`src/gameCfgPkg.sv`:
```
package gameCfgPkg;

    typedef logic [9:0] scoreT;
    typedef logic [3:0] levelT;
    typedef logic [9:0] respawnT;

    localparam scoreT maxScore = 10'd999;

    // Levels 1 to 6 have their own score band, anything above is the top level
    localparam int    numRatedLevels = 6;
    localparam levelT maxLevel       = 4'd9;

    // Upper score bound, index 0 is level 1
    localparam scoreT levelLimits [numRatedLevels] = '{
        10'd10, 10'd15, 10'd30, 10'd55, 10'd75, 10'd99
    };

    // Enemy respawn period in unit ticks
    localparam respawnT respawnTable [numRatedLevels] = '{
        10'd70, 10'd40, 10'd25, 10'd15, 10'd10, 10'd5
    };
    localparam respawnT defaultRespawn = 10'd40; // Levels without a table entry

endpackage

```
`src/hudPkg.sv`:
```
package hudPkg;

    typedef logic [8:0]  pixelT;
    typedef logic [14:0] glyphAddrT;

    localparam int glyphW    = 20;
    localparam int glyphH    = 25;
    localparam int glyphArea = glyphW * glyphH; // ROM words per glyph

    localparam int glyphL = 10; // Digits occupy glyphs 0 to 9

    // Overlay origins, top left corner of each box
    localparam pixelT levelLX     = 9'd267;
    localparam pixelT levelLY     = 9'd26;
    localparam pixelT levelDigitX = 9'd287;
    localparam pixelT levelDigitY = 9'd24;
    localparam pixelT scoreX      = 9'd20;
    localparam pixelT scoreY      = 9'd24;

    localparam int scoreDigits = 3;

    function automatic logic inBox(pixelT x, pixelT y, pixelT ox, pixelT oy);
        return (x >= ox) && (x < ox + glyphW) && (y >= oy) && (y < oy + glyphH);
    endfunction

    // Row-major offset inside the box, then skip to the wanted glyph
    function automatic glyphAddrT glyphOffset(pixelT x, pixelT y, pixelT ox, pixelT oy,
                                              int unsigned idx);
        pixelT dx;
        pixelT dy;
        dx = x - ox;
        dy = y - oy;
        return glyphAddrT'(dy * glyphW + dx + idx * glyphArea);
    endfunction

endpackage

```
`src/scoreKeeper.sv`:
```
module scoreKeeper (
    input  logic              Clk,
    input  logic              rstN,
    input  logic              killPulse,
    output gameCfgPkg::scoreT totalScore
);

    import gameCfgPkg::*;

    logic atMax;

    assign atMax = (totalScore >= maxScore);

    always_ff @(posedge Clk or negedge rstN) begin
        if (!rstN) begin
            totalScore <= '0;
        end else if (killPulse && !atMax) begin
            totalScore <= totalScore + 1'b1;
        end
    end

    scoreBounded: assert property (
        @(posedge Clk) disable iff (!rstN)
        totalScore <= maxScore
    );

endmodule

```
`src/gameLevel.sv`:
```
module gameLevel (
    input  hudPkg::pixelT       PixelX,
    input  hudPkg::pixelT       PixelY,
    input  gameCfgPkg::scoreT   totalScore,
    output gameCfgPkg::levelT   gameLevel,
    output gameCfgPkg::respawnT enemyRespawnUnitTime,
    output logic                levelHit,
    output hudPkg::glyphAddrT   levelAddr
);

    import gameCfgPkg::*;
    import hudPkg::*;

    logic inL;
    logic inDigit;

    // Walk the bands from the top so the lowest matching level wins
    always_comb begin
        gameLevel = maxLevel;
        for (int i = numRatedLevels - 1; i >= 0; i--) begin
            if (totalScore <= levelLimits[i]) begin
                gameLevel = levelT'(i + 1);
            end
        end
    end

    always_comb begin
        enemyRespawnUnitTime = defaultRespawn;
        for (int i = 0; i < numRatedLevels; i++) begin
            if (gameLevel == levelT'(i + 1)) begin
                enemyRespawnUnitTime = respawnTable[i];
            end
        end
    end

    assign inL     = inBox(PixelX, PixelY, levelLX, levelLY);
    assign inDigit = inBox(PixelX, PixelY, levelDigitX, levelDigitY);

    always_comb begin
        levelHit  = 1'b0;
        levelAddr = '0;
        if (inL) begin
            levelHit  = 1'b1;
            levelAddr = glyphOffset(PixelX, PixelY, levelLX, levelLY, glyphL);
        end else if (inDigit) begin // Digit box starts where the L box ends
            levelHit  = 1'b1;
            levelAddr = glyphOffset(PixelX, PixelY, levelDigitX, levelDigitY, gameLevel);
        end
    end

endmodule

```
`src/scoreDisplay.sv`:
```
module scoreDisplay (
    input  hudPkg::pixelT     PixelX,
    input  hudPkg::pixelT     PixelY,
    input  gameCfgPkg::scoreT totalScore,
    output logic              scoreHit,
    output hudPkg::glyphAddrT scoreAddr
);

    import gameCfgPkg::*;
    import hudPkg::*;

    localparam int binW = $bits(scoreT);
    localparam int bcdW = 4 * scoreDigits;

    logic [bcdW+binW-1:0] dabble;
    logic [3:0]           digit [scoreDigits]; // Index 0 is the leftmost digit

    // Shift-and-add-3, BCD builds up above the binary part
    always_comb begin
        dabble = {{bcdW{1'b0}}, totalScore};
        for (int i = 0; i < binW; i++) begin
            for (int d = 0; d < scoreDigits; d++) begin
                if (dabble[binW+4*d +: 4] >= 4'd5) begin
                    dabble[binW+4*d +: 4] = dabble[binW+4*d +: 4] + 4'd3;
                end
            end
            dabble = dabble << 1;
        end
    end

    always_comb begin
        for (int k = 0; k < scoreDigits; k++) begin
            digit[k] = dabble[binW+4*(scoreDigits-1-k) +: 4];
        end
    end

    // Three boxes side by side, leading zeros stay visible
    always_comb begin
        scoreHit  = 1'b0;
        scoreAddr = '0;
        for (int k = 0; k < scoreDigits; k++) begin
            if (inBox(PixelX, PixelY, pixelT'(scoreX + k * glyphW), scoreY)) begin
                scoreHit  = 1'b1;
                scoreAddr = glyphOffset(PixelX, PixelY, pixelT'(scoreX + k * glyphW),
                                        scoreY, digit[k]);
            end
        end
    end

endmodule

```
`src/respawnTimer.sv`:
```
module respawnTimer (
    input  logic                Clk,
    input  logic                rstN,
    input  logic                unitTick,
    input  gameCfgPkg::respawnT enemyRespawnUnitTime,
    output logic                enemyRespawn
);

    import gameCfgPkg::*;

    respawnT tickCount;
    respawnT nextCount;
    logic    reached;

    assign nextCount = tickCount + 1'b1;
    assign reached   = (nextCount >= enemyRespawnUnitTime); // Also catches a shortened period

    always_ff @(posedge Clk or negedge rstN) begin
        if (!rstN) begin
            tickCount    <= '0;
            enemyRespawn <= 1'b0;
        end else begin
            enemyRespawn <= 1'b0;
            if (unitTick) begin
                if (reached) begin
                    tickCount    <= '0;
                    enemyRespawn <= 1'b1;
                end else begin
                    tickCount <= nextCount;
                end
            end
        end
    end

    // Shortest table period keeps pulses apart
    respawnSingle: assert property (
        @(posedge Clk) disable iff (!rstN)
        enemyRespawn |=> !enemyRespawn
    );

endmodule

```
`src/hudPixelMux.sv`:
```
module hudPixelMux (
    input  logic              Clk,
    input  logic              rstN,
    input  logic              levelHit,
    input  hudPkg::glyphAddrT levelAddr,
    input  logic              scoreHit,
    input  hudPkg::glyphAddrT scoreAddr,
    output logic              isObj,
    output hudPkg::glyphAddrT objAddress
);

    always_ff @(posedge Clk or negedge rstN) begin
        if (!rstN) begin
            isObj      <= 1'b0;
            objAddress <= '0;
        end else begin
            isObj <= levelHit | scoreHit;
            if (levelHit) begin // Level overlay has priority
                objAddress <= levelAddr;
            end else if (scoreHit) begin
                objAddress <= scoreAddr;
            end else begin
                objAddress <= '0;
            end
        end
    end

    // Level and score overlays sit on opposite sides of the screen
    overlaysDisjoint: assert property (
        @(posedge Clk) disable iff (!rstN)
        !(levelHit && scoreHit)
    );

endmodule

```
`src/gameHud.sv`:
```
module gameHud (
    input  logic              Clk,
    input  logic              rstN,
    input  hudPkg::pixelT     PixelX,
    input  hudPkg::pixelT     PixelY,
    input  logic              killPulse,
    input  logic              unitTick,
    output logic              isObj,
    output hudPkg::glyphAddrT objAddress,
    output gameCfgPkg::levelT gameLevel,
    output logic              enemyRespawn
);

    import gameCfgPkg::*;
    import hudPkg::*;

    scoreT     totalScore;
    respawnT   enemyRespawnUnitTime;
    logic      levelHit;
    glyphAddrT levelAddr;
    logic      scoreHit;
    glyphAddrT scoreAddr;

    scoreKeeper uScore (
        .Clk        (Clk),
        .rstN       (rstN),
        .killPulse  (killPulse),
        .totalScore (totalScore)
    );

    gameLevel uLevel (
        .PixelX               (PixelX),
        .PixelY               (PixelY),
        .totalScore           (totalScore),
        .gameLevel            (gameLevel),
        .enemyRespawnUnitTime (enemyRespawnUnitTime),
        .levelHit             (levelHit),
        .levelAddr            (levelAddr)
    );

    scoreDisplay uScoreDisp (
        .PixelX     (PixelX),
        .PixelY     (PixelY),
        .totalScore (totalScore),
        .scoreHit   (scoreHit),
        .scoreAddr  (scoreAddr)
    );

    respawnTimer uRespawn (
        .Clk                  (Clk),
        .rstN                 (rstN),
        .unitTick             (unitTick),
        .enemyRespawnUnitTime (enemyRespawnUnitTime),
        .enemyRespawn         (enemyRespawn)
    );

    hudPixelMux uMux (
        .Clk        (Clk),
        .rstN       (rstN),
        .levelHit   (levelHit),
        .levelAddr  (levelAddr),
        .scoreHit   (scoreHit),
        .scoreAddr  (scoreAddr),
        .isObj      (isObj),
        .objAddress (objAddress)
    );

endmodule

```
`config.mk`:
```
export PLATFORM = sky130hd
export DESIGN_NAME = gameHud
export DESIGN_NICKNAME = d
export VERILOG_FILES = /design/src/gameCfgPkg.sv /design/src/hudPkg.sv /design/src/scoreKeeper.sv /design/src/gameLevel.sv /design/src/scoreDisplay.sv /design/src/respawnTimer.sv /design/src/hudPixelMux.sv /design/src/gameHud.sv
export SDC_FILE = /design/constraint.sdc
export NUM_CORES = 1
export LEC_CHECK = 0
export BUFFER_PORTS_ARGS = -buffer_cell sky130_fd_sc_hd__buf_2
export CORE_ASPECT_RATIO = 1.5
export CORE_UTILIZATION = 35
export DETAILED_ROUTE_END_ITERATION = 7
export PLACE_DENSITY = 0.51
export SLEW_MARGIN = 20
export SYNTH_ARGS = -nofsm -noshare
export SYNTH_HDL_FRONTEND = slang
export SYNTH_HIERARCHICAL = 1
export SYNTH_SLANG_ARGS = --single-unit
```
`constraint.sdc`:
```
create_clock -name Clk -period 19.4 [get_ports Clk]
set_input_delay 1.94 -clock Clk [delete_from_list [all_inputs] [get_ports Clk]]
set_output_delay 1.94 -clock Clk [all_outputs]
set_load 0.03 [all_outputs]
```
==> flow_summary.json, run 1 <==
{
  "status": "finished, violations left",
  "violations": "DRC",
  "relSlewSlack_pct": 37.7,
  "cp_data_arrival_time_ns": 13.20,
  "dr.pass1.iters": 8,
  "skew_ns": 0.00649,
  "nets": 1766,
  "cap_viol_max_count": 0,
  "setup_tns_ns": 0,
  "hold_violations": 0,
  "synth_ff_type": "dfrtp_1",
  "port_buffers": 42,
  "path_class": "flip-flop to flip-flop",
  "vias_per_cell": 5.30,
  "diodes": 0,
  "clkTransAtPathRegs_ns": 0.06,
  "holdBufCountCts": 0,
  "rsz0062_at_grt": "no",
  "hold_class": "flip-flop to flip-flop",
  "netlist_instances": 1438,
  "yosysSeqAreaShare_pct": 7.79,
  "rows": 82,
  "finalCritPeriodShare_pct": 67.1,
  "grt_start_max_net_pins": 38,
  "htreeDepth": 2,
  "cp-start-kind": "flip-flop",
  "drc": 7,
  "totalWireLength_mm": 31.0,
  "synth_edf_count": 0,
  "nFillCells": 3500,
  "postRouteAntennaNets": 0,
  "synth_area_leader_cell": "ha_1",
  "async_flop_share_pct": 100,
  "clock_latency_ns": 0.28,
  "cp_slowest_stage_delay_ns": 0.59,
  "multi_input_area_um2": 10000,
  "cts_setup_buffers": 0,
  "ff2ff_setup_slack_ns": 6.37,
  "vias": 9982,
  "grt_pass1_vias": 10033,
  "crit_path_frequent_cell": "inv_1",
  "grt_util_all_layers_pct": 17.9,
  "start_util_pct": 35.5,
  "ys_types": 119,
  "cp_slowest_cell": "fa_1",
  "clock_sinks": 37,
  "cts_root_buf": "clkbuf_16",
  "cts.repair.resized": 0,
  "cp_max_fo": 13,
  "antenna_found_initial": 0,
  "die_h_um": 228,
  "register_area_um2": 926,
  "wire_per_inst_um": 16.5,
  "synth.most_common_cell": "ha_1",
  "synth_seq_cells": 37,
  "die_area_um2": 34700,
  "synth_top_area_share_pct": 22.9,
  "endpoint_kind": "flip-flop",
  "core-area_um2": 33400,
  "ios": 43,
  "cts_buffers": 5,
  "cts_max_path_buffers": 2,
  "tightestPinTransition_ns": 0.931,
  "post-route-min-period_ns": 13.03,
  "synth_area_um2": 11900,
  "grt_first_pass_wirelength_mm": 50.9,
  "synth_commonest_cells": "ha_1 (218), inv_1 (207), a21oi_1 (99), xnor2_1 (87), nand2_1 (77)",
  "gp_congestion": 0.903,
  "maxSlewViolCount": 0,
  "finalSetupViolCount": 0,
  "hpwlAfterDp_mm": 26.4,
  "cts_tree": "built",
  "drtIter0Drc": 377,
  "layout-drive-gt1-share_pct": 9.57,
  "synth_area_per_cell_um2": 8.27,
  "crit_required_ns": 19.58,
  "max_freq_ghz": 0.0768,
  "synth_area_leaders": "ha_1 (23%), fa_1 (11%), dfrtp_1 (7.8%)",
  "syn_to_final_growth_pct": 6.64,
  "ys_warn_count": 6,
  "grt_overflow": 0,
  "die_w_um": 152
}
-- final cells by class --
class / count / share of cell area, %
Multi-Input combinational cell: 1164 / 79.2
Sequential cell: 37 / 7.30
Inverter: 209 / 6.19
Tap cell: 420 / 4.14
Timing Repair Buffer: 45 / 1.84
Clock buffer: 5 / 0.987
Clock inverter: 3 / 0.365
-- worst paths after layout --
| path | startpoint | endpoint | cells after the start |
|---|---|---|---|
| setup reg to reg | uScore/totalScore[7] | uMux/objAddress[13] | 59 |
| min in group asynchronous | rstN | uRespawn/tickCount[8] | 1 |
| max in group asynchronous | rstN | uRespawn/tickCount[9] | 1 |
| hold reg to reg | uRespawn/tickCount[7] | uRespawn/tickCount[7] | 2 |
| setup / recovery | uScore/totalScore[7] | uMux/objAddress[13] | 59 |
| hold / removal | uRespawn/tickCount[7] | uRespawn/tickCount[7] | 2 |
-- cell usage in the layout (no fill, tap or decap), types with 6 or more instances in the layout --
master | netlist | final
xnor2_1 | 87 | 87
o21a_1 | 9 | 9
o21bai_1 | 23 | 23
a22o_2 | 10 | 10
nor3_1 | 25 | 25
a21oi_1 | 99 | 99
o2111ai_1 | 9 | 9
xor2_1 | 45 | 45
nor2_1 | 74 | 74
a21o_1 | 26 | 26
inv_1 | 207 | 207
a221oi_1 | 11 | 11
o211ai_1 | 11 | 11
a31oi_1 | 6 | 6
dfrtp_1 | 37 | 37
ha_1 | 218 | 218
fa_1 | 64 | 64
nand2_1 | 77 | 77
nor2b_1 | 22 | 22
or2_2 | 6 | 6
o22ai_1 | 16 | 16
o21ai_1 | 9 | 9
mux2_2 | 7 | 7
nand3_1 | 32 | 32
a211oi_1 | 10 | 10
a211o_1 | 8 | 8
and2_1 | 10 | 10
nand2b_1 | 28 | 28
o21ai_0 | 50 | 50
buf_2 | 6 | 42
mux2i_1 | 10 | 10
-- registers in the layout, summed over array words and instances (netlist names) --
| register | flops |
|---|---|
| uMux/objAddress | 15 |
| uScore/totalScore | 10 |
| uMux/isObj | 1 |
| uRespawn/tickCount | 10 |
| uRespawn/enemyRespawn | 1 |
-- kinds of logic after synthesis --
kind of cell	synth area share [%]
AO/OA/AOI/OAI	22.6
XOR/XNOR	10.3
adder cells (fa/ha/maj)	33.8
buffers and inverters	7.89
flip-flops	7.79
multiplexers	2.37
other	0.0315
AND/OR/NAND/NOR	15.2
-- per-stage QoR --
step / setup WS, ns / hold slack, ns / utilization (%) / cells / area [um^2]
floorplan: 7.79 / 0.537 / - / 1440 / 11900
global placement: 6.75 / 0.566 / 37.4 / 1875 / 12500
detailed placement: 6.42 / 0.574 / 37.4 / 1875 / 12500
CTS: 6.35 / 0.582 / 37.9 / 1883 / 12700
global route: 4.99 / 0.610 / 37.9 / 1883 / 12700
finish: 6.37 / 0.582 / 37.9 / 1883 / 12700
-- layer usage --
metal	part of all wire [%]	wire length (um)	track usage (%)
met2	53	16500	35.2
met4	1.4	424	3.06
met1	44	13600	21.4
met3	1.7	529	0.912
met5	0	0	0
-- critical path, delay by kind of cell, from the launching register on --
family / cells / cell delay (ns)
AOI/OAI and AO/OA: 18 / 3.52
xor gates and xnor gates: 4 / 0.70
adders and majority gates: 12 / 3.82
buffers and inverters: 10 / 0.91
DFF: 1 / 0.58
muxes: 2 / 0.44
and+or+nand+nor: 13 / 2.95
Power of run 1 is not shown: default switching activity piles up to over one toggle a cycle in this logic, so the estimate is an artifact.
==> run 2: changes to the inputs <==
==> constraint.sdc (replaced) <==
create_clock -name Clk -period 13.4 [get_ports Clk]
set_input_delay 1.34 -clock Clk [delete_from_list [all_inputs] [get_ports Clk]]
set_output_delay 1.34 -clock Clk [all_outputs]
set_load 0.03 [all_outputs]
==> flow_summary.json, run 2 (synthesized netlist as in run 1, its figures left out) <==
{
  "worstHoldPathCells": 2,
  "violations": "DRC",
  "setup_tns_ns": 0,
  "postRouteAntennaNets": 0,
  "cts_root_buf": "clkbuf_16",
  "grt_first_pass_wirelength_mm": 51.5,
  "stdcell_area_um2": 12700,
  "finalCritPeriodShare_pct": 92.7,
  "nets": 1769,
  "gp_congestion": 0.874,
  "top_regs": "uMux/objAddress x15, uRespawn/tickCount x10, uScore/totalScore x10",
  "endpoint_kind": "flip-flop",
  "core-area_um2": 33400,
  "multi_input_area_um2": 10100,
  "layout.cells.most_common": "ha_1",
  "crit_path_frequent_cell": "inv_1",
  "htreeDepth": 2,
  "critPathTopFamily": "adder cells",
  "nFillCells": 3490,
  "syn_to_final_growth_pct": 7.22,
  "relSlewSlack_pct": 31.6,
  "register_area_um2": 926,
  "diodes": 0,
  "clock_sinks": 37,
  "hpwlAfterDp_mm": 26.4,
  "drtIter0Drc": 497,
  "cp-start-kind": "flip-flop",
  "place_area_um2": 12500,
  "start_util_pct": 35.5,
  "cts_buffers": 5,
  "die_w_um": 152,
  "cts_max_path_buffers": 2,
  "cap_viol_max_count": 0,
  "vias_per_cell": 5.32,
  "cp_data_arrival_time_ns": 12.60,
  "die_area_um2": 34700,
  "min-delay-start": "uRespawn/tickCount[1]",
  "grt_pass1_vias": 10131,
  "tightestPinTransition_ns": 0.998,
  "largest_register": "uMux/objAddress",
  "port_buffers": 42,
  "grt_start_max_net_pins": 38,
  "cp_slowest_cell": "fa_1",
  "worst-path-buf-inv": 10,
  "hold_violations": 0,
  "ff2ff_setup_slack_ns": 0.98,
  "hold_class": "flip-flop to flip-flop",
  "path_class": "flip-flop to flip-flop",
  "largest_reg_flops": 15,
  "status": "finished, violations left",
  "whs_endpoint": "uRespawn/tickCount[1]",
  "max_freq_ghz": 0.0805,
  "rows": 82,
  "dr.pass1.iters": 8,
  "die_h_um": 228,
  "layout_common_cells": "ha_1 (217), inv_1 (207), a21oi_1 (96), xnor2_1 (87), nand2_1 (77)",
  "clock_latency_ns": 0.29,
  "drc": 7,
  "reg2reg_to": "uMux/objAddress[14]",
  "ios": 43,
  "maxSlewViolCount": 0,
  "antenna_found_initial": 0,
  "crit_required_ns": 13.58,
  "skew_ns": 0.00213,
  "cts_tree": "built",
  "post-route-min-period_ns": 12.42,
  "ff2ff_path_depth": 59,
  "vias": 10038,
  "totalWireLength_mm": 31.0,
  "grt_util_all_layers_pct": 18.1,
  "reg2reg_from": "uScore/totalScore[8]",
  "layout-drive-gt1-share_pct": 10.4,
  "rsz0062_at_grt": "no",
  "finalSetupViolCount": 0,
  "wire_per_inst_um": 16.4,
  "cp_max_fo": 9,
  "cp_slowest_stage_delay_ns": 0.62,
  "clkTransAtPathRegs_ns": 0.06,
  "grt_overflow": 0
}
## run 2: changes by cell type in the layout (fill, tap and decap cells not counted), sizes merged
cell | previous run | this run
buf | 45 | 48
## run 2: routing by layer
metal	global-route usage (%)	vias up	routed length [um]
met5	0	-	0
met4	4.32	0	706
met3	0.950	27	653
met2	34.6	120	16000
met1	21.9	4802	13700
li1	-	5089	-
## run 2: worst register-to-register path, delay by kind of cell (launching register included)
| family | cells | cell delay (ns) |
|---|---|---|
| adder cells (fa/ha/maj) | 13 | 4.03 |
| AO/OA/AOI/OAI | 19 | 3.50 |
| AND/OR/NAND/NOR | 13 | 2.54 |
| buffers and inverters | 10 | 0.93 |
| flip-flops | 1 | 0.46 |
| XOR/XNOR | 2 | 0.44 |
| multiplexers | 2 | 0.42 |
## run 2: area by class of cell
cell class              count  share of cell area [%]
clock buffers               5                   0.981
clock inverters             3                   0.363
inverters                 209                    6.15
multi-input cells        1164                    79.1
flip-flops and latches     37                    7.26
well taps                 420                    4.12
repair buffers             48                    2.00
## run 2: metrics by stage
step	util, %	hold slack, ns	setup WS (ns)	instances
6_report	38.1	0.595	0.977	1886
5_1_grt	38.1	0.627	0.0200	1886
4_1_cts	38.0	0.581	0.358	1885
3_5_place_dp	37.4	0.571	0.359	1877
3_3_place_gp	37.4	0.564	0.824	1877
2_1_floorplan	-	0.537	1.79	1440
## run 2: worst max-delay path by stage
stage,start,end,slack [ns],cells past startpoint
after global routing,uScore/totalScore[8],uMux/objAddress[14],0.02,59
after detailed placement,uScore/totalScore[8],uMux/objAddress[14],0.36,59
after global placement,uScore/totalScore[8],uMux/objAddress[14],0.82,59
after floorplan,uScore/totalScore[7],uMux/objAddress[13],1.79,59
final,uScore/totalScore[8],uMux/objAddress[14],0.98,59
after CTS,uScore/totalScore[8],uMux/objAddress[14],0.36,59
## run 2: repair_timing
item,4_1_cts,5_1_grt
gates resized for setup,0,11
hold endpoints to repair,0,0
buffers inserted,0,1
hold buffers,0,0
setup endpoints to repair,0,6
Power of run 2 is left out for the same reason.
